<file path="src/ucode_defs.svh">
/* Widths and reset values for the microcode front end.
   The step limit reset value must be nonzero and fit in UCODE_STEPLIMIT_W bits */
`ifndef UCODE_DEFS_SVH
`define UCODE_DEFS_SVH

// Full instruction word as seen by the decode stage
`define UCODE_INSN_W 40

// Microcode ROM address width
`define UCODE_MCADDR_W 12

// Micro-op code width
// High byte is the routine index and low byte the step
`define UCODE_UOP_W 16

// Control register reset values
`define UCODE_ENABLE_RESET 1'b1
`define UCODE_STEPLIMIT_RESET 63

// Step limit register width
// It also sizes the step counter in the sequencer
`define UCODE_STEPLIMIT_W 6

`endif

</file>
<file path="src/ucodePkg.sv">
/* Opcode encodings, instruction views and microcode entry map.
   Opcodes with both top bits set are reserved for the vector group */
`default_nettype none
`include "ucode_defs.svh"

package ucodePkg;

	// ==================================================
	// Instruction encodings
	// ==================================================

	typedef enum logic [6:0] {
		OP_CHK    = 7'h01,
		OP_ENTER  = 7'h02,
		OP_LEAVE  = 7'h03,
		OP_JSRI   = 7'h04,
		OP_BCMP   = 7'h05,
		OP_BFND   = 7'h06,
		OP_PUSH   = 7'h07,
		OP_POP    = 7'h08,
		OP_FLT3   = 7'h09,
		OP_BFI    = 7'h0A,
		OP_R3V    = 7'h0B,
		OP_R3VS   = 7'h0C,
		// Vector scalar-immediate ops sit outside the 7'b11xxxxx vector group
		OP_VADDSI = 7'h10,
		OP_VANDSI = 7'h11,
		OP_VORSI  = 7'h12,
		OP_VEORSI = 7'h13
	} opcode_t;

	typedef enum logic [6:0] {
		FN_FLT1 = 7'h01,
		FN_FDIV = 7'h0C
	} fn3_t;

	typedef enum logic [5:0] {
		FN_FRES   = 6'h10,
		FN_RSQRTE = 6'h11
	} fn1_t;

	// Generic view with the variant and bit-field-insert select
	typedef struct packed {
		logic [2:0]                variant;
		logic [2:0]                rsvdHi;
		logic                      bfiSel;
		logic [`UCODE_INSN_W-15:0] rsvd;
		opcode_t                   opcode;
	} anyFmt_t;

	// Three-operand float view
	typedef struct packed {
		fn3_t                      fn3;
		logic [`UCODE_INSN_W-15:0] rsvd;
		opcode_t                   opcode;
	} f3Fmt_t;

	// Single-operand float view, only meaningful when fn3 is FN_FLT1
	typedef struct packed {
		logic [6:0]                fn3Pad;
		fn1_t                      fn1;
		logic [1:0]                prec;
		logic [`UCODE_INSN_W-23:0] rsvd;
		opcode_t                   opcode;
	} f1Fmt_t;

	typedef union packed {
		anyFmt_t anyFmt;
		f3Fmt_t  f3Fmt;
		f1Fmt_t  f1Fmt;
	} insnWord_t;

	// ==================================================
	// Microcode addresses and ROM words
	// ==================================================

	typedef logic [`UCODE_MCADDR_W-1:0] mcAddr_t;

	typedef struct packed {
		logic                    last;
		logic                    spare;
		logic [`UCODE_UOP_W-1:0] uop;
	} ucodeWord_t;

	// Address zero means the instruction runs without microcode
	localparam mcAddr_t MC_NONE    = 12'h000;

	// Routine entry points
	localparam mcAddr_t MC_ENTER   = 12'h01C;
	localparam mcAddr_t MC_PUSH    = 12'h028;
	localparam mcAddr_t MC_POP     = 12'h038;
	localparam mcAddr_t MC_FDIV    = 12'h040;
	localparam mcAddr_t MC_RSQRTE0 = 12'h050;
	localparam mcAddr_t MC_RSQRTE3 = 12'h070;
	localparam mcAddr_t MC_RSQRTE2 = 12'h080;
	localparam mcAddr_t MC_RSQRTE1 = 12'h0A0;
	localparam mcAddr_t MC_FRES0   = 12'h0C0;
	localparam mcAddr_t MC_FRES1   = 12'h0D0;
	localparam mcAddr_t MC_FRES2   = 12'h0E0;
	localparam mcAddr_t MC_JSRI    = 12'h128;
	localparam mcAddr_t MC_CHK     = 12'h130;
	localparam mcAddr_t MC_LEAVE   = 12'h1E4;
	localparam mcAddr_t MC_R3V     = 12'h200;
	localparam mcAddr_t MC_R3VS    = 12'h210;
	localparam mcAddr_t MC_BFI     = 12'h220;
	localparam mcAddr_t MC_VSI     = 12'h230;
	localparam mcAddr_t MC_VEC     = 12'h240;
	localparam mcAddr_t MC_PUSHV   = 12'h260;
	localparam mcAddr_t MC_POPV    = 12'h280;
	localparam mcAddr_t MC_PUSHA   = 12'h300;
	localparam mcAddr_t MC_POPA    = 12'h360;
	localparam mcAddr_t MC_BCMP    = 12'h3B0;
	localparam mcAddr_t MC_BFND    = 12'h3C0;

endpackage

`default_nettype wire

</file>
<file path="src/ucodeCtrlRegs.sv">
/* Two registers at cfgAddr 0 (enable) and 1 (step limit), read back unregistered.
   Writes of zero to the step limit are dropped so the limit stays at least one */
`timescale 1ns/1ps
`default_nettype none
`include "ucode_defs.svh"

module ucodeCtrlRegs (
	input  wire logic                          clk,
	input  wire logic                          rstN,
	input  wire logic                          cfgWe,
	input  wire logic                          cfgAddr,
	input  wire logic [15:0]                   cfgWdata,
	output logic [15:0]                        cfgRdata,
	output logic                               ucodeEnable,
	output logic [`UCODE_STEPLIMIT_W-1:0]      stepLimit
);

	logic [`UCODE_STEPLIMIT_W-1:0] limitWr;

	// Only the low bits reach the limit register
	assign limitWr = cfgWdata[`UCODE_STEPLIMIT_W-1:0];

	// ==================================================
	// Register writes
	// ==================================================

	always_ff @(posedge clk or negedge rstN) begin
		if (!rstN) begin
			ucodeEnable <= `UCODE_ENABLE_RESET;
			stepLimit <= `UCODE_STEPLIMIT_W'(`UCODE_STEPLIMIT_RESET);
		end else if (cfgWe) begin
			if (!cfgAddr) begin
				ucodeEnable <= cfgWdata[0];
			end else if (limitWr != '0) begin
				// A zero limit would abort before the first uop
				stepLimit <= limitWr;
			end
		end
	end

	// Read mux zero-extends both registers to the bus width
	always_comb begin
		if (cfgAddr)
			cfgRdata = {{(16 - `UCODE_STEPLIMIT_W){1'b0}}, stepLimit};
		else
			cfgRdata = {15'b0, ucodeEnable};
	end

	// The sequencer counts from one so a zero limit is never valid
	limitNonZero: assert property (@(posedge clk) disable iff (!rstN)
		stepLimit != '0)
	else
		$error("step limit register holds zero");

endmodule

`default_nettype wire

</file>
<file path="src/ucodeEntryTable.sv">
/* Purely combinational decode with no pipeline register.
   Unlisted opcodes and function codes map to MC_NONE and run directly */
`timescale 1ns/1ps
`default_nettype none

module ucodeEntryTable import ucodePkg::*; (
	input  wire insnWord_t insn,
	input  wire logic      stomp,
	output mcAddr_t        entryAddr
);

	// ==================================================
	// Entry address decode
	// ==================================================

	always_comb begin
		if (stomp) begin
			// A squashed instruction must not start a routine
			entryAddr = MC_NONE;
		end else begin
			casez (insn.anyFmt.opcode)
				OP_CHK:   entryAddr = MC_CHK;
				OP_ENTER: entryAddr = MC_ENTER;
				OP_LEAVE: entryAddr = MC_LEAVE;
				OP_JSRI:  entryAddr = MC_JSRI;
				OP_BCMP:  entryAddr = MC_BCMP;
				OP_BFND:  entryAddr = MC_BFND;
				// Variant 7 is the vector form and variant 0 saves all registers
				OP_PUSH:
					case (insn.anyFmt.variant)
						3'd7:    entryAddr = MC_PUSHV;
						3'd0:    entryAddr = MC_PUSHA;
						default: entryAddr = MC_PUSH;
					endcase
				OP_POP:
					case (insn.anyFmt.variant)
						3'd7:    entryAddr = MC_POPV;
						3'd0:    entryAddr = MC_POPA;
						default: entryAddr = MC_POP;
					endcase
				OP_FLT3:
					case (insn.f3Fmt.fn3)
						// Estimates pick a routine by result precision
						FN_FLT1:
							case (insn.f1Fmt.fn1)
								FN_FRES:
									case (insn.f1Fmt.prec)
										2'd0:    entryAddr = MC_FRES0;
										2'd1:    entryAddr = MC_FRES1;
										default: entryAddr = MC_FRES2;
									endcase
								FN_RSQRTE:
									case (insn.f1Fmt.prec)
										2'd0:    entryAddr = MC_RSQRTE0;
										2'd1:    entryAddr = MC_RSQRTE1;
										2'd2:    entryAddr = MC_RSQRTE2;
										default: entryAddr = MC_RSQRTE3;
									endcase
								default: entryAddr = MC_NONE;
							endcase
						FN_FDIV: entryAddr = MC_FDIV;
						default: entryAddr = MC_NONE;
					endcase
				// Only the register form of bit-field insert needs microcode
				OP_BFI:
					if (insn.anyFmt.bfiSel)
						entryAddr = MC_BFI;
					else
						entryAddr = MC_NONE;
				OP_R3V:  entryAddr = MC_R3V;
				OP_R3VS: entryAddr = MC_R3VS;
				// Whole vector group shares one routine
				7'b11?????: entryAddr = MC_VEC;
				OP_VADDSI, OP_VANDSI, OP_VORSI, OP_VEORSI:
					entryAddr = MC_VSI;
				default: entryAddr = MC_NONE;
			endcase
		end
	end

	// A nonzero address must land on a routine the ROM actually holds
	knownEntry: assert final ((entryAddr == MC_NONE) || (entryAddr inside {
		MC_ENTER, MC_PUSH, MC_POP, MC_FDIV, MC_RSQRTE0, MC_RSQRTE1, MC_RSQRTE2,
		MC_RSQRTE3, MC_FRES0, MC_FRES1, MC_FRES2, MC_JSRI, MC_CHK, MC_LEAVE,
		MC_R3V, MC_R3VS, MC_BFI, MC_VSI, MC_VEC, MC_PUSHV, MC_POPV, MC_PUSHA,
		MC_POPA, MC_BCMP, MC_BFND}))
	else
		$error("entry table produced unknown address %h", entryAddr);

endmodule

`default_nettype wire

</file>
<file path="src/ucodeRom.sv">
/* Read-only and asynchronous. Addresses outside every routine read as zero
   with the last flag clear, so a stray micro-PC runs until the step limit */
`timescale 1ns/1ps
`default_nettype none
`include "ucode_defs.svh"

module ucodeRom import ucodePkg::*; (
	input  wire mcAddr_t romAddr,
	output ucodeWord_t   romWord
);

	localparam int NumRoutines = 25;
	localparam int LenW = 4;
	localparam int HalfW = `UCODE_UOP_W / 2;
	localparam int InfoW = LenW + `UCODE_MCADDR_W;

	// Routine table with the length in the top bits and the entry below
	// Index 0 is never used so that every real micro-op is nonzero
	function automatic logic [InfoW-1:0] routineInfo(input int idx);
		case (idx)
			1:       routineInfo = {4'd5, MC_ENTER};
			2:       routineInfo = {4'd4, MC_PUSH};
			3:       routineInfo = {4'd4, MC_POP};
			4:       routineInfo = {4'd9, MC_FDIV};
			5:       routineInfo = {4'd6, MC_RSQRTE0};
			6:       routineInfo = {4'd7, MC_RSQRTE3};
			7:       routineInfo = {4'd8, MC_RSQRTE2};
			8:       routineInfo = {4'd3, MC_RSQRTE1};
			9:       routineInfo = {4'd2, MC_FRES0};
			10:      routineInfo = {4'd3, MC_FRES1};
			11:      routineInfo = {4'd5, MC_FRES2};
			12:      routineInfo = {4'd6, MC_JSRI};
			13:      routineInfo = {4'd3, MC_CHK};
			14:      routineInfo = {4'd5, MC_LEAVE};
			15:      routineInfo = {4'd4, MC_R3V};
			16:      routineInfo = {4'd4, MC_R3VS};
			17:      routineInfo = {4'd7, MC_BFI};
			18:      routineInfo = {4'd5, MC_VSI};
			19:      routineInfo = {4'd4, MC_VEC};
			20:      routineInfo = {4'd8, MC_PUSHV};
			21:      routineInfo = {4'd8, MC_POPV};
			22:      routineInfo = {4'd9, MC_PUSHA};
			23:      routineInfo = {4'd9, MC_POPA};
			24:      routineInfo = {4'd6, MC_BCMP};
			25:      routineInfo = {4'd6, MC_BFND};
			default: routineInfo = '0;
		endcase
	endfunction

	// ==================================================
	// Word lookup
	// ==================================================

	always_comb begin
		logic [InfoW-1:0] info;
		logic [LenW-1:0]  len;
		mcAddr_t          offset;
		romWord = '0;
		for (int i = 1; i <= NumRoutines; i++) begin
			info = routineInfo(i);
			len = info[InfoW-1:`UCODE_MCADDR_W];
			// Unsigned wrap makes addresses below the entry fail the range test
			offset = romAddr - info[`UCODE_MCADDR_W-1:0];
			if (offset < mcAddr_t'(len)) begin
				romWord.last = (offset == mcAddr_t'(len - 1'b1));
				romWord.uop = {HalfW'(i), offset[HalfW-1:0]};
			end
		end
	end

endmodule

`default_nettype wire

</file>
<file path="src/ucodeSequencer.sv">
/* One routine in flight and no back-pressure. insnValid must stay low while busy
   and the ROM must answer in the same cycle as romAddr */
`timescale 1ns/1ps
`default_nettype none
`include "ucode_defs.svh"

module ucodeSequencer import ucodePkg::*; (
	input  wire logic                          clk,
	input  wire logic                          rstN,
	input  wire logic                          insnValid,
	input  wire logic                          stomp,
	input  wire mcAddr_t                       entryAddr,
	input  wire logic                          ucodeEnable,
	input  wire logic [`UCODE_STEPLIMIT_W-1:0] stepLimit,
	output mcAddr_t                            romAddr,
	input  wire ucodeWord_t                    romWord,
	output logic                               uopValid,
	output mcAddr_t                            uopAddr,
	output logic [`UCODE_UOP_W-1:0]            uop,
	output logic                               uopLast,
	output logic                               directDone,
	output logic                               abortOverrun,
	output logic                               busy
);

	logic                          active;
	logic                          directQ;
	mcAddr_t                       mpc;
	logic [`UCODE_STEPLIMIT_W-1:0] stepCnt;
	logic                          start;
	logic                          atLimit;
	logic                          finish;

	// ==================================================
	// Control decisions
	// ==================================================

	// Start a routine only from idle, with microcode on and a real entry
	assign start = insnValid && !active && ucodeEnable && (entryAddr != MC_NONE);

	// stepCnt numbers the current uop from one
	// A real last word at the limit ends normally and is not an overrun
	assign atLimit = (stepCnt >= stepLimit) && !romWord.last;

	// Current uop is the final one for any of these reasons
	assign finish = romWord.last || atLimit || stomp;

	always_ff @(posedge clk or negedge rstN) begin
		if (!rstN) begin
			active <= 1'b0;
			stepCnt <= '0;
			directQ <= 1'b0;
		end else begin
			// Idle instructions that do not start a routine complete directly
			directQ <= insnValid && !active && !start;
			if (active) begin
				if (finish)
					active <= 1'b0;
				else
					stepCnt <= stepCnt + 1'b1;
			end else if (start) begin
				active <= 1'b1;
				stepCnt <= `UCODE_STEPLIMIT_W'(1);
			end
		end
	end

	// Micro-PC loads the entry on start and then steps once per uop
	always_ff @(posedge clk or negedge rstN) begin
		if (!rstN)
			mpc <= MC_NONE;
		else if (start)
			mpc <= entryAddr;
		else if (active)
			mpc <= mpc + 1'b1;
	end

	// ==================================================
	// Outputs
	// ==================================================

	assign romAddr = mpc;
	assign uopValid = active;
	assign uopAddr = mpc;
	assign uop = romWord.uop;
	// uopLast reflects the ROM flag only and aborted routines end without it
	assign uopLast = active && romWord.last;
	assign abortOverrun = active && atLimit;
	assign directDone = directQ;
	assign busy = active;

	// Both strobes come from the same instruction slot and must never overlap
	noDualStrobe: assert property (@(posedge clk) disable iff (!rstN)
		!(uopValid && directDone))
	else
		$error("uopValid and directDone high together");

	// Upstream has no stall input so it must hold off while a routine runs
	noInsnWhileBusy: assert property (@(posedge clk) disable iff (!rstN)
		insnValid |-> !busy)
	else
		$error("instruction presented while sequencer busy");

endmodule

`default_nettype wire

</file>
<file path="src/ucodeTop.sv">
/* Microcode front end with one instruction in flight at a time.
   Upstream must wait for busy to fall before presenting the next instruction */
`timescale 1ns/1ps
`default_nettype none
`include "ucode_defs.svh"

module ucodeTop import ucodePkg::*; (
	input  wire logic               clk,
	input  wire logic               rstN,
	input  wire logic               insnValid,
	input  wire insnWord_t          insn,
	input  wire logic               stomp,
	input  wire logic               cfgWe,
	input  wire logic               cfgAddr,
	input  wire logic [15:0]        cfgWdata,
	output logic                    uopValid,
	output mcAddr_t                 uopAddr,
	output logic [`UCODE_UOP_W-1:0] uop,
	output logic                    uopLast,
	output logic                    directDone,
	output logic                    abortOverrun,
	output logic                    busy,
	output logic [15:0]             cfgRdata
);

	mcAddr_t                       entryAddr;
	mcAddr_t                       romAddr;
	ucodeWord_t                    romWord;
	logic                          ucodeEnable;
	logic [`UCODE_STEPLIMIT_W-1:0] stepLimit;

	// Decode the opcode into a routine entry
	ucodeEntryTable uEntry (
		.insn      (insn),
		.stomp     (stomp),
		.entryAddr (entryAddr)
	);

	ucodeRom uRom (
		.romAddr (romAddr),
		.romWord (romWord)
	);

	// Software-visible enable and step limit
	ucodeCtrlRegs uRegs (
		.clk         (clk),
		.rstN        (rstN),
		.cfgWe       (cfgWe),
		.cfgAddr     (cfgAddr),
		.cfgWdata    (cfgWdata),
		.cfgRdata    (cfgRdata),
		.ucodeEnable (ucodeEnable),
		.stepLimit   (stepLimit)
	);

	ucodeSequencer uSeq (
		.clk          (clk),
		.rstN         (rstN),
		.insnValid    (insnValid),
		.stomp        (stomp),
		.entryAddr    (entryAddr),
		.ucodeEnable  (ucodeEnable),
		.stepLimit    (stepLimit),
		.romAddr      (romAddr),
		.romWord      (romWord),
		.uopValid     (uopValid),
		.uopAddr      (uopAddr),
		.uop          (uop),
		.uopLast      (uopLast),
		.directDone   (directDone),
		.abortOverrun (abortOverrun),
		.busy         (busy)
	);

endmodule

`default_nettype wire

</file>
<file path="config.mk">
export PLATFORM = sky130hd
export DESIGN_NAME = ucodeTop
export DESIGN_NICKNAME = d
export VERILOG_FILES = /design/src/ucodePkg.sv /design/src/ucodeCtrlRegs.sv /design/src/ucodeEntryTable.sv /design/src/ucodeRom.sv /design/src/ucodeSequencer.sv /design/src/ucodeTop.sv
export VERILOG_INCLUDE_DIRS = /design/src /design/src/src
export SDC_FILE = /design/constraint.sdc
export NUM_CORES = 1
export LEC_CHECK = 0
export ABC_AREA = 0
export BUFFER_PORTS_ARGS = -buffer_cell sky130_fd_sc_hd__buf_2
export CORE_AREA = 5 5 121 123
export DETAILED_ROUTE_END_ITERATION = 16
export DIE_AREA = 0 0 126 128
export HOLD_SLACK_MARGIN = 0.06
export PLACE_DENSITY = 0.83
export SYNTH_ARGS = -nofsm -noshare
export SYNTH_HDL_FRONTEND = slang
export SYNTH_SLANG_ARGS = --single-unit
export TNS_END_PERCENT = 50
</file>
<file path="constraint.sdc">
create_clock -name clk -period 4.05 [get_ports clk]
set_clock_uncertainty 0.05 [all_clocks]
set_input_delay 1.0125 -clock clk [delete_from_list [all_inputs] [get_ports clk]]
set_output_delay 1.0125 -clock clk [all_outputs]
set_load 0.1 [all_outputs]
</file>
## Yosys cells after proc, flatten, opt, wreduce, memory -nomap -nowiden

Index checks and enable logic that the tools add are counted.

- Flip-flop bits (word level): 27
- Output and inout bits: 49

- $lt $le $gt $ge: 26
- Reductions and logical operators: 21
- Equality and inequality tests: 50
- Bitwise operators: 1
- $add $sub $neg: 27
- Mux-type cells: 68

Operators with widths:

| kind | count |
|---|---|
| 16-bit 2-to-1 mux | 24 |
| 12-bit by 3-bit less-than comparator with 1-bit output (second input constant) | 15 |
| 12-bit case mux with 14 select lines | 1 |
| 12-bit by 3-bit equality test with 1-bit output (second input constant) | 13 |
| 12-bit by 10-bit subtractor with 12-bit output (second input constant) | 11 |
| 12-bit by 2-bit equality test with 1-bit output (second input constant) | 8 |
| 12-bit by 4-bit less-than comparator with 1-bit output (second input constant) | 6 |
| 12-bit by 8-bit subtractor with 12-bit output (second input constant) | 5 |
| 12-bit by 2-bit less-than comparator with 1-bit output (second input constant) | 4 |
| 12-bit case mux with 2 select lines | 2 |
| 7-bit by 4-bit equality test with 1-bit output (second input constant) | 6 |
| 10-bit case mux with 2 select lines | 2 |
| 12-bit by 4-bit equality test with 1-bit output (second input constant) | 3 |
| 12-bit 2-to-1 mux | 3 |
| 12-bit by 7-bit subtractor with 12-bit output (second input constant) | 3 |
| 12-bit by 9-bit subtractor with 12-bit output (second input constant) | 3 |
| 7-bit by 3-bit equality test with 1-bit output (second input constant) | 4 |
| 7-bit by 5-bit equality test with 1-bit output (second input constant) | 4 |
| 1-bit 2-to-1 mux | 28 |
| 6-bit 2-to-1 mux | 4 |
| 8-bit case mux with 3 select lines | 1 |
| 12-bit by 6-bit subtractor with 12-bit output (second input constant) | 2 |
| 7-bit by 1-bit equality test with 1-bit output (second input constant) | 2 |
| 7-bit by 2-bit equality test with 1-bit output (second input constant) | 2 |
| 25 further kinds | 37 |

## Longest topological paths before layout

Gate-level depths: netlist (run 1).

- Word-level depth: 33
- Mapped depth: 16
- Mapped depth without buffers: 12

## Hierarchy

Synthesis (run 1) repeated with hierarchy kept, for this count alone.

- Cells, all modules: 989
- Area total of the unflattened synthesis: 7120.6 um2

Modules (own cells, without submodules):

| module | cells each | instances | seq. area each (um2) | area an instance (um2) |
|---|---|---|---|---|
| ucodeRom | 677 | 1 | 0.0 | 4491.8 |
| ucodeSequencer | 174 | 1 | 500.5 | 1547.7 |
| ucodeEntryTable | 100 | 1 | 0.0 | 651.9 |
| ucodeCtrlRegs | 38 | 1 | 183.9 | 429.2 |

## Least setup slack after synthesis (run 1)

Ideal clock, no wire load.

- Path type: register to output
- From: reg uSeq.mpc[9] (netlist: uSeq.romAddr[9])
- To: out uop[4]
- Buffers on the path: 3
- Setup slack: -2869 ps
- Arrival: 5856 ps
- Cell stages (with the launch flop): 15
- Path through: dfrtp_1 -> buf_4 -> inv_1 -> buf_2 -> ha_1 -> buf_4 -> or2b_4 -> xor2_2 -> or3b_1 -> a2111oi_4 -> a211o_1 -> a21oi_1 -> o21ai_0 -> a21oi_1 -> o311ai_1

- Word-level cells in the longest chain between the ends: 27

RTL lines:

| what | RTL line | source |
|---|---|---|
| from (decl) | ucodeSequencer.sv:28 | `mcAddr_t mpc;` |
| from (signal assigned) | ucodeSequencer.sv:73 | `mpc <= entryAddr;` |
| from (signal assigned) | ucodeSequencer.sv:75 | `mpc <= mpc + 1'b1;` |
| 12-bit by 5-bit subtractor with 12-bit output | ucodeRom.sv:63 | `` offset = romAddr - info[`UCODE_MCADDR_W-1:0]; `` |
| 12-bit by 3-bit less-than comparator with 1-bit output | ucodeRom.sv:64 | `if (offset < mcAddr_t'(len)) begin` |
| 9-bit 2-to-1 mux | ucodeRom.sv:64 |  |
| 16-bit 2-to-1 mux (23 in series) | ucodeRom.sv:64 |  |
| 16-bit 2-to-1 mux * | ucodeRom.sv:64 |  |
| to (decl) | ucodeTop.sv:18 | `` output logic [`UCODE_UOP_W-1:0] uop, `` |

Every way passes the cells marked *; elsewhere a longest branch is shown, timed or not.

## Worst setup path after layout (run 1)

- From: reg uSeq.mpc[2] (netlist: uSeq.romAddr[2])
- To: out uopLast

- Word-level cells in the longest chain between the ends: 28

RTL lines:

| what | RTL line | source |
|---|---|---|
| 12-bit by 5-bit subtractor with 12-bit output | ucodeRom.sv:63 |  |
| 12-bit by 3-bit less-than comparator with 1-bit output or 12-bit by 3-bit equality test with 1-bit output (tied branches) | ucodeRom.sv:64, ucodeRom.sv:65 |  |
| 1-bit 2-to-1 mux (24 in series) | ucodeRom.sv:64 |  |
| 1-bit 2-to-1 mux * | ucodeRom.sv:64 |  |
| 1-bit logical AND * | ucodeSequencer.sv:87 | `assign uopLast = active && romWord.last;` |
| to (decl) | ucodeTop.sv:19 | `output logic uopLast,` |

Marks and branches as above.

==> flow_metrics.py, run 1 <==
metrics = {
    "setup_path": {
        "critPathMostFrequentCell": "buf_4",
        "critPathBufInv": 6,
        "end_kind": "primary output",
        "cp-start-kind": "flop",
        "critical_path.cell_chain": "inv_2 > buf_4 > ha_1 > a21boi_1 > o2111ai_2 > buf_4 > nor4_4 > buf_4 > nand4b_1 > a2111o_1 > a31oi_4 > o21ai_4 > buf_6 > nor2_4 > buf_12",
        "crit_slowest_cell": "a2111o_1",
        "path_max_fanout": 4,
        "arrival_ns": 3.75,
        "path_class": "flop to primary output",
        "max_stage_delay_ns": 0.48,
        "crit_family": "compound AO/OA/AOI/OAI gates",
        "cp.required_ns": 2.99,
    },
    "clocking": {
        "clock_sink_count": 27,
        "htree_levels": 1,
        "clk_pin_slew_ns": 0.07,
        "cts_buffers": 3,
        "clock_path_buffers": 2,
        "cts_tree": "yes",
        "cts_root_buffer": "clkbuf_16",
        "clkLatencyLatePin_ns": 0.27,
    },
    "detailed_routing": {
        "num_vias": 9260,
        "drc": 0,
        "finalWirelength_mm": 32.1,
        "viasPerCell": 6.48,
        "final_antenna_net_count": 0,
        "wl_per_cell_um": 22.4,
        "drt_iter0_markers": 1282,
        "firstDrtPassIters": 6,
    },
    "placement": {
        "port_buffers": 69,
        "dp.cells": 1396,
        "gp_congestion": 1.02,
        "dp_hpwl_mm": 23.2,
        "pre_cts_slack_ns": -0.578,
    },
    "layout": {
        "synthToLayoutAreaGrowth_pct": 58.0,
        "layout_commonest_cell": "buf_4",
        "seqCellArea_um2": 722,
        "final_cell_mix": "buf_4 (273), nand2_1 (81), a21oi_1 (65), nor2_1 (57), buf_2 (54)",
        "multi_input_area_um2": 6210,
        "finalNonFillerCells": 1430,
        "drive_above_1_share_pct": 43.2,
        "fillers": 929,
        "nNetsFinal": 1363,
        "diodes": 0,
    },
    "global_routing": {
        "grt_start_max_net_pins": 28,
        "antenna_found_initial": 0,
        "first_global_vias": 8923,
        "grt_pass1_wl_mm": 47.1,
        "grtUsageTotal_pct": 36.1,
        "grt_overflow_total": 0,
    },
    "floorplanning": {
        "core_area_um2": 13600,
        "die_w_um": 126,
        "fp.dieH_um": 128,
        "dieArea_um2": 16100,
        "num_io_pins": 111,
        "fp-row-count": 43,
        "start_util_pct": 48.6,
    },
    "timing": {
        "finalCriticalPeriod_ns": 4.82,
        "hold_viol": 0,
        "worst_pin_slew_ns": 0.761,
        "report.final.setup_viol": 15,
        "setup_slack_ns": -0.767,
        "fin_crit_sh_pct": 119,
        "relSlewSlack_pct": 48.9,
        "rsz0062_at_grt": "true",
        "max_clock_freq_mhz": 208,
        "slew_viol_final": 0,
    },
    "synth": {
        "synth_cell_type_count": 89,
        "synth-async-reset-ratio_pct": 100,
        "ys_seq_elements": 27,
        "synth_edf_count": 0,
        "syn_area_um2": 6590,
        "seq_area_frac_synth_pct": 10.4,
        "synthCells": 938,
        "yosysWarnings": 0,
        "synth_ff_type": "dfrtp_1",
        "avgSynthCellArea_um2": 7.03,
    },
    "power_and_ir_drop": {
        "p_total_mw": 8.62,
        "power.density_nw_per_um2": 827,
        "p_leak_nw": 4.58,
        "irDropWorstVdd_mv": 0.487,
    },
    "min_path": {
        "hp-class": "flop to flop",
    },
    "job": {
        "drv_cap": 0,
    },
    "status": {
        "failed_checks": "setup timing",
        "outcome": "finished with violations",
    },
}
[worst min-delay path: stages, from the launching register on]
cell and delay, ns:
dfstp_2 0.37, inv_1 0.07, o21ai_0 0.09
[worst paths after layout]
kind / from / endpoint / slack [ns] / cells after the start
min: uRegs.stepLimit[4] / uRegs.stepLimit[4] / 0.48 / 2
max in group asynchronous: rstN / uSeq.romAddr[3] / 2.80 / 1
max reg2reg: uSeq.romAddr[2] / uSeq.stepCnt[0] / 0.31 / 16
min in group asynchronous: rstN / uSeq.stepCnt[5] / 0.69 / 1
min reg2reg: uRegs.stepLimit[4] / uRegs.stepLimit[4] / 0.48 / 2
max: uSeq.romAddr[2] / uopLast / -0.77 / 15
[registers in the layout, summed over array words and instances (netlist names)]
name,flops
uRegs.stepLimit,6
uRegs.ucodeEnable,1
uSeq.busy,1
uSeq.directDone,1
uSeq.romAddr,12
uSeq.stepCnt,6
[synth_stat cells (20+ instances only)]
cell      count  share of area (%)
a21oi_1      75                5.7
buf_2        27                2.1
buf_4        21                2.4
clkbuf_1     22                1.3
dfrtp_1      20                7.6
ha_1         50                9.5
inv_1        37                2.1
nand2_1      81                4.6
nand2b_1     24                2.3
nand3_1      45                3.4
nor2_1       66                3.8
nor2b_1      31                2.9
nor3_1       27                2.1
o21ai_0      53                4.0
xnor2_1      34                4.5
[per-layer routing]
metal	track usage [%]	up-vias	wire length [um]
met2	61.8	715	15000
met4	21.3	0	2280
met3	5.83	216	3360
met5	0	-	0
met1	42.6	4264	11400
li1	-	4065	-
[layout make-up]
type                    count  share of cell area (%)
flip-flops and latches     27                    6.93
repair buffers            371                    28.6
multi-input cells         807                    59.7
inverters                  41                    1.79
well taps                 180                    2.16
clock inverters             1                  0.0841
clock buffers               3                   0.721
[cell families (layout without fill, tap and decap cells)]
| group | count (synthesis) | count (layout) | share of synthesized area (%) |
|---|---|---|---|
| compound gates | 277 | 277 | 28.9 |
| mux | 22 | 22 | 3.44 |
| xor+xnor | 46 | 46 | 6.23 |
| simple gates | 399 | 399 | 33.0 |
| fa+ha+maj | 50 | 50 | 9.49 |
| flops | 27 | 27 | 10.4 |
| buf+inv | 116 | 416 | 8.54 |
| other cells | 1 | 13 | 0.0569 |
[through the flow]
stage | util, % | hold slack (ns) | cell area (um^2) | setup TNS (ns)
6_report | 76.8 | 0.482 | 10400 | -8.60
3_5_place_dp | 70.0 | 0.471 | 9490 | -5.01
3_3_place_gp | 70.0 | 0.453 | 9490 | -4.32
2_1_floorplan | - | 0.421 | 7130 | -8.38
5_1_grt | 76.8 | 0.503 | 10400 | -9.97
4_1_cts | 74.3 | 0.481 | 10100 | -6.21
[report_power, final]
| part | switching [mW] | total, mW | internal, mW |
|---|---|---|---|
| Clock | 0.104 | 0.241 | 0.137 |
| Sequential | 0.119 | 0.483 | 0.364 |
| Combinational | 4.62 | 7.89 | 3.27 |
[what timing repair did]
action,CTS,global route
hold endpoints to repair,0,0
resized for setup,93,48
pin swaps,50,39
hold buffers,0,0
buffers inserted,16,15
setup endpoints to repair,15,15
(Power assumes the default switching activity.)
==> inputs of run 2 (changes only) <==
- ABC_CLOCK_PERIOD_IN_PS: not set -> 4050
- CORE_AREA: 5 5 121 123 -> 5 5 155 97
- CTS_BUF_LIST: not set -> sky130_fd_sc_hd__clkbuf_2 sky130_fd_sc_hd__clkbuf_4 sky130_fd_sc_hd__clkbuf_8
- DIE_AREA: 0 0 126 128 -> 0 0 160 102
==> run 2 against run 1 <==
Against the previous run: the flow still finishes with violations (setup timing); utilization up 4.6 points; sequential power about the same; design area increased by 4.8%; first-iteration DRC count rose by 30%; non-clock buffer count grew 24; critical path type unchanged; critical endpoint is now uop[5].
==> flow_metrics.py, run 2 (synthesized netlist as in run 1, its figures left out) <==
metrics = {
    "power_and_ir_drop": {
        "p_leak_nw": 4.75,
        "power.density_nw_per_um2": 842,
        "irDropWorstVdd_mv": 0.718,
    },
    "placement": {
        "pre_cts_slack_ns": -0.541,
        "gp_congestion": 1.08,
        "placed_area_um2": 9520,
        "dp_hpwl_mm": 26.4,
        "port_buffers": 69,
    },
    "detailed_routing": {
        "viasPerCell": 6.57,
        "final_antenna_net_count": 0,
        "num_vias": 9515,
        "drt_iter0_markers": 1672,
        "firstDrtPassIters": 8,
        "finalWirelength_mm": 35.4,
        "drc": 0,
        "wl_per_cell_um": 24.4,
    },
    "clocking": {
        "clock_sink_count": 27,
        "htree_levels": 1,
        "ctsHoldBuffers": 0,
        "clk_pin_slew_ns": 0.11,
        "cts_root_buffer": "clkbuf_8",
        "cts_buffers": 3,
        "clock_path_buffers": 2,
        "cts_tree": "yes",
        "clkLatencyLatePin_ns": 0.31,
    },
    "global_routing": {
        "grt_start_max_net_pins": 28,
        "grt_pass1_wl_mm": 51.3,
        "use_met2_pct": 54.9,
        "grtUsageTotal_pct": 40.4,
        "grtUsageMet3_pct": 21.0,
        "antenna_found_initial": 0,
        "grt_overflow_total": 0,
        "first_global_vias": 8669,
        "grt_use_met1_pct": 56.9,
        "grt.busiest_layer": "met1",
    },
    "floorplanning": {
        "die_w_um": 160,
        "fp-row-count": 33,
        "fp.dieH_um": 102,
        "dieArea_um2": 16300,
        "num_io_pins": 111,
        "core_area_um2": 13400,
        "start_util_pct": 49.1,
    },
    "setup_path": {
        "cp.required_ns": 2.99,
        "arrival_ns": 3.76,
        "path_max_fanout": 6,
        "end_kind": "primary output",
        "cp-start-kind": "flop",
        "path_class": "flop to primary output",
    },
    "layout": {
        "nNetsFinal": 1387,
        "largest_reg_flops": 12,
        "final_cell_mix": "buf_4 (291), nand2_1 (77), a21oi_1 (58), nor2_1 (55), buf_2 (54)",
        "final_util_pct": 81.4,
        "finish.instance_area_um2": 10900,
        "layout_commonest_cell": "buf_4",
        "diodes": 0,
        "drive_above_1_share_pct": 47.0,
        "seqCellArea_um2": 722,
        "fillers": 877,
        "synthToLayoutAreaGrowth_pct": 65.7,
        "multi_input_area_um2": 6510,
    },
    "timing": {
        "finalCriticalPeriod_ns": 4.82,
        "max_clock_freq_mhz": 207,
        "hold_viol": 0,
        "setup_slack_ns": -0.771,
        "fin_crit_sh_pct": 119,
        "report.final.setup_viol": 15,
        "worst_pin_slew_ns": 0.885,
        "slew_viol_final": 0,
        "rsz0062_at_grt": "true",
        "relSlewSlack_pct": 40.5,
    },
    "status": {
        "failed_checks": "setup timing",
        "outcome": "finished with violations",
    },
    "min_path": {
        "hp-class": "flop to flop",
    },
    "job": {
        "drv_cap": 0,
    },
}
## run 2: cell types whose count changed in the layout (fill, tap and decap cells not counted), sizes merged
cell and delta:
buf +24
## run 2: layout make-up
cell class	count	share of cell area (%)
Sequential cell	27	6.61
Inverter	41	1.72
Multi-Input combinational cell	807	59.7
Tap cell	175	2.01
Clock inverter	1	0.0688
Clock buffer	3	0.378
Timing Repair Buffer	395	29.6
## run 2: critical path, stage by stage, from the launching register on
cell      delay (ns)
dfrtp_4         0.56
buf_12          0.15
buf_12          0.14
ha_4            0.19
buf_4           0.15
a21oi_2         0.18
xnor2_1         0.14
o21ai_1         0.13
nor4_4          0.29
buf_4           0.19
a211o_1         0.11
o31ai_1         0.07
o211ai_1        0.31
a311oi_2        0.16
nor4b_2         0.34
o21a_4          0.17
buf_12          0.16
## run 2: through the flow
stage	hold WS, ns	setup TNS (ns)	power [mW]	std cells
after global routing	0.488	-10.51	9.46	1449
final	0.474	-9.38	9.19	1449
after CTS	0.465	-7.14	8.34	1441
after detailed placement	0.451	-5.75	7.40	1396
after global placement	0.438	-5.59	7.31	1396
after floorplan	0.421	-8.38	4.62	950
## run 2: worst paths after layout
kind	from	endpoint	slack [ns]	cells past startpoint
setup / recovery	uSeq.romAddr[6]	uop[5]	-0.77	16
hold / removal	uRegs.stepLimit[1]	uRegs.stepLimit[1]	0.47	2
setup reg to reg	uSeq.romAddr[3]	uSeq.stepCnt[4]	0.30	16
hold reg to reg	uRegs.stepLimit[1]	uRegs.stepLimit[1]	0.47	2
max in group asynchronous	rstN	uSeq.romAddr[9]	2.75	1
min in group asynchronous	rstN	uSeq.romAddr[5]	0.67	1
## run 2: power by group
part	switching, mW	leakage (nW)	internal (mW)
Sequential	0.117	0.313	0.363
Clock	0.109	0.0217	0.0707
Combinational	5.01	4.41	3.52
## run 2: metal layers
| layer | vias to the layer above | part of all wire, % |
|---|---|---|
| met1 | 4467 | 41 |
| met5 | - | 0 |
| li1 | 4114 | - |
| met3 | 119 | 18 |
| met2 | 815 | 38 |
| met4 | 0 | 2.9 |
## run 2: timing repair
item,4_1_cts,5_1_grt
pin swaps,45,32
resized for setup,130,76
setup endpoints to repair,15,15
buffers inserted,41,9
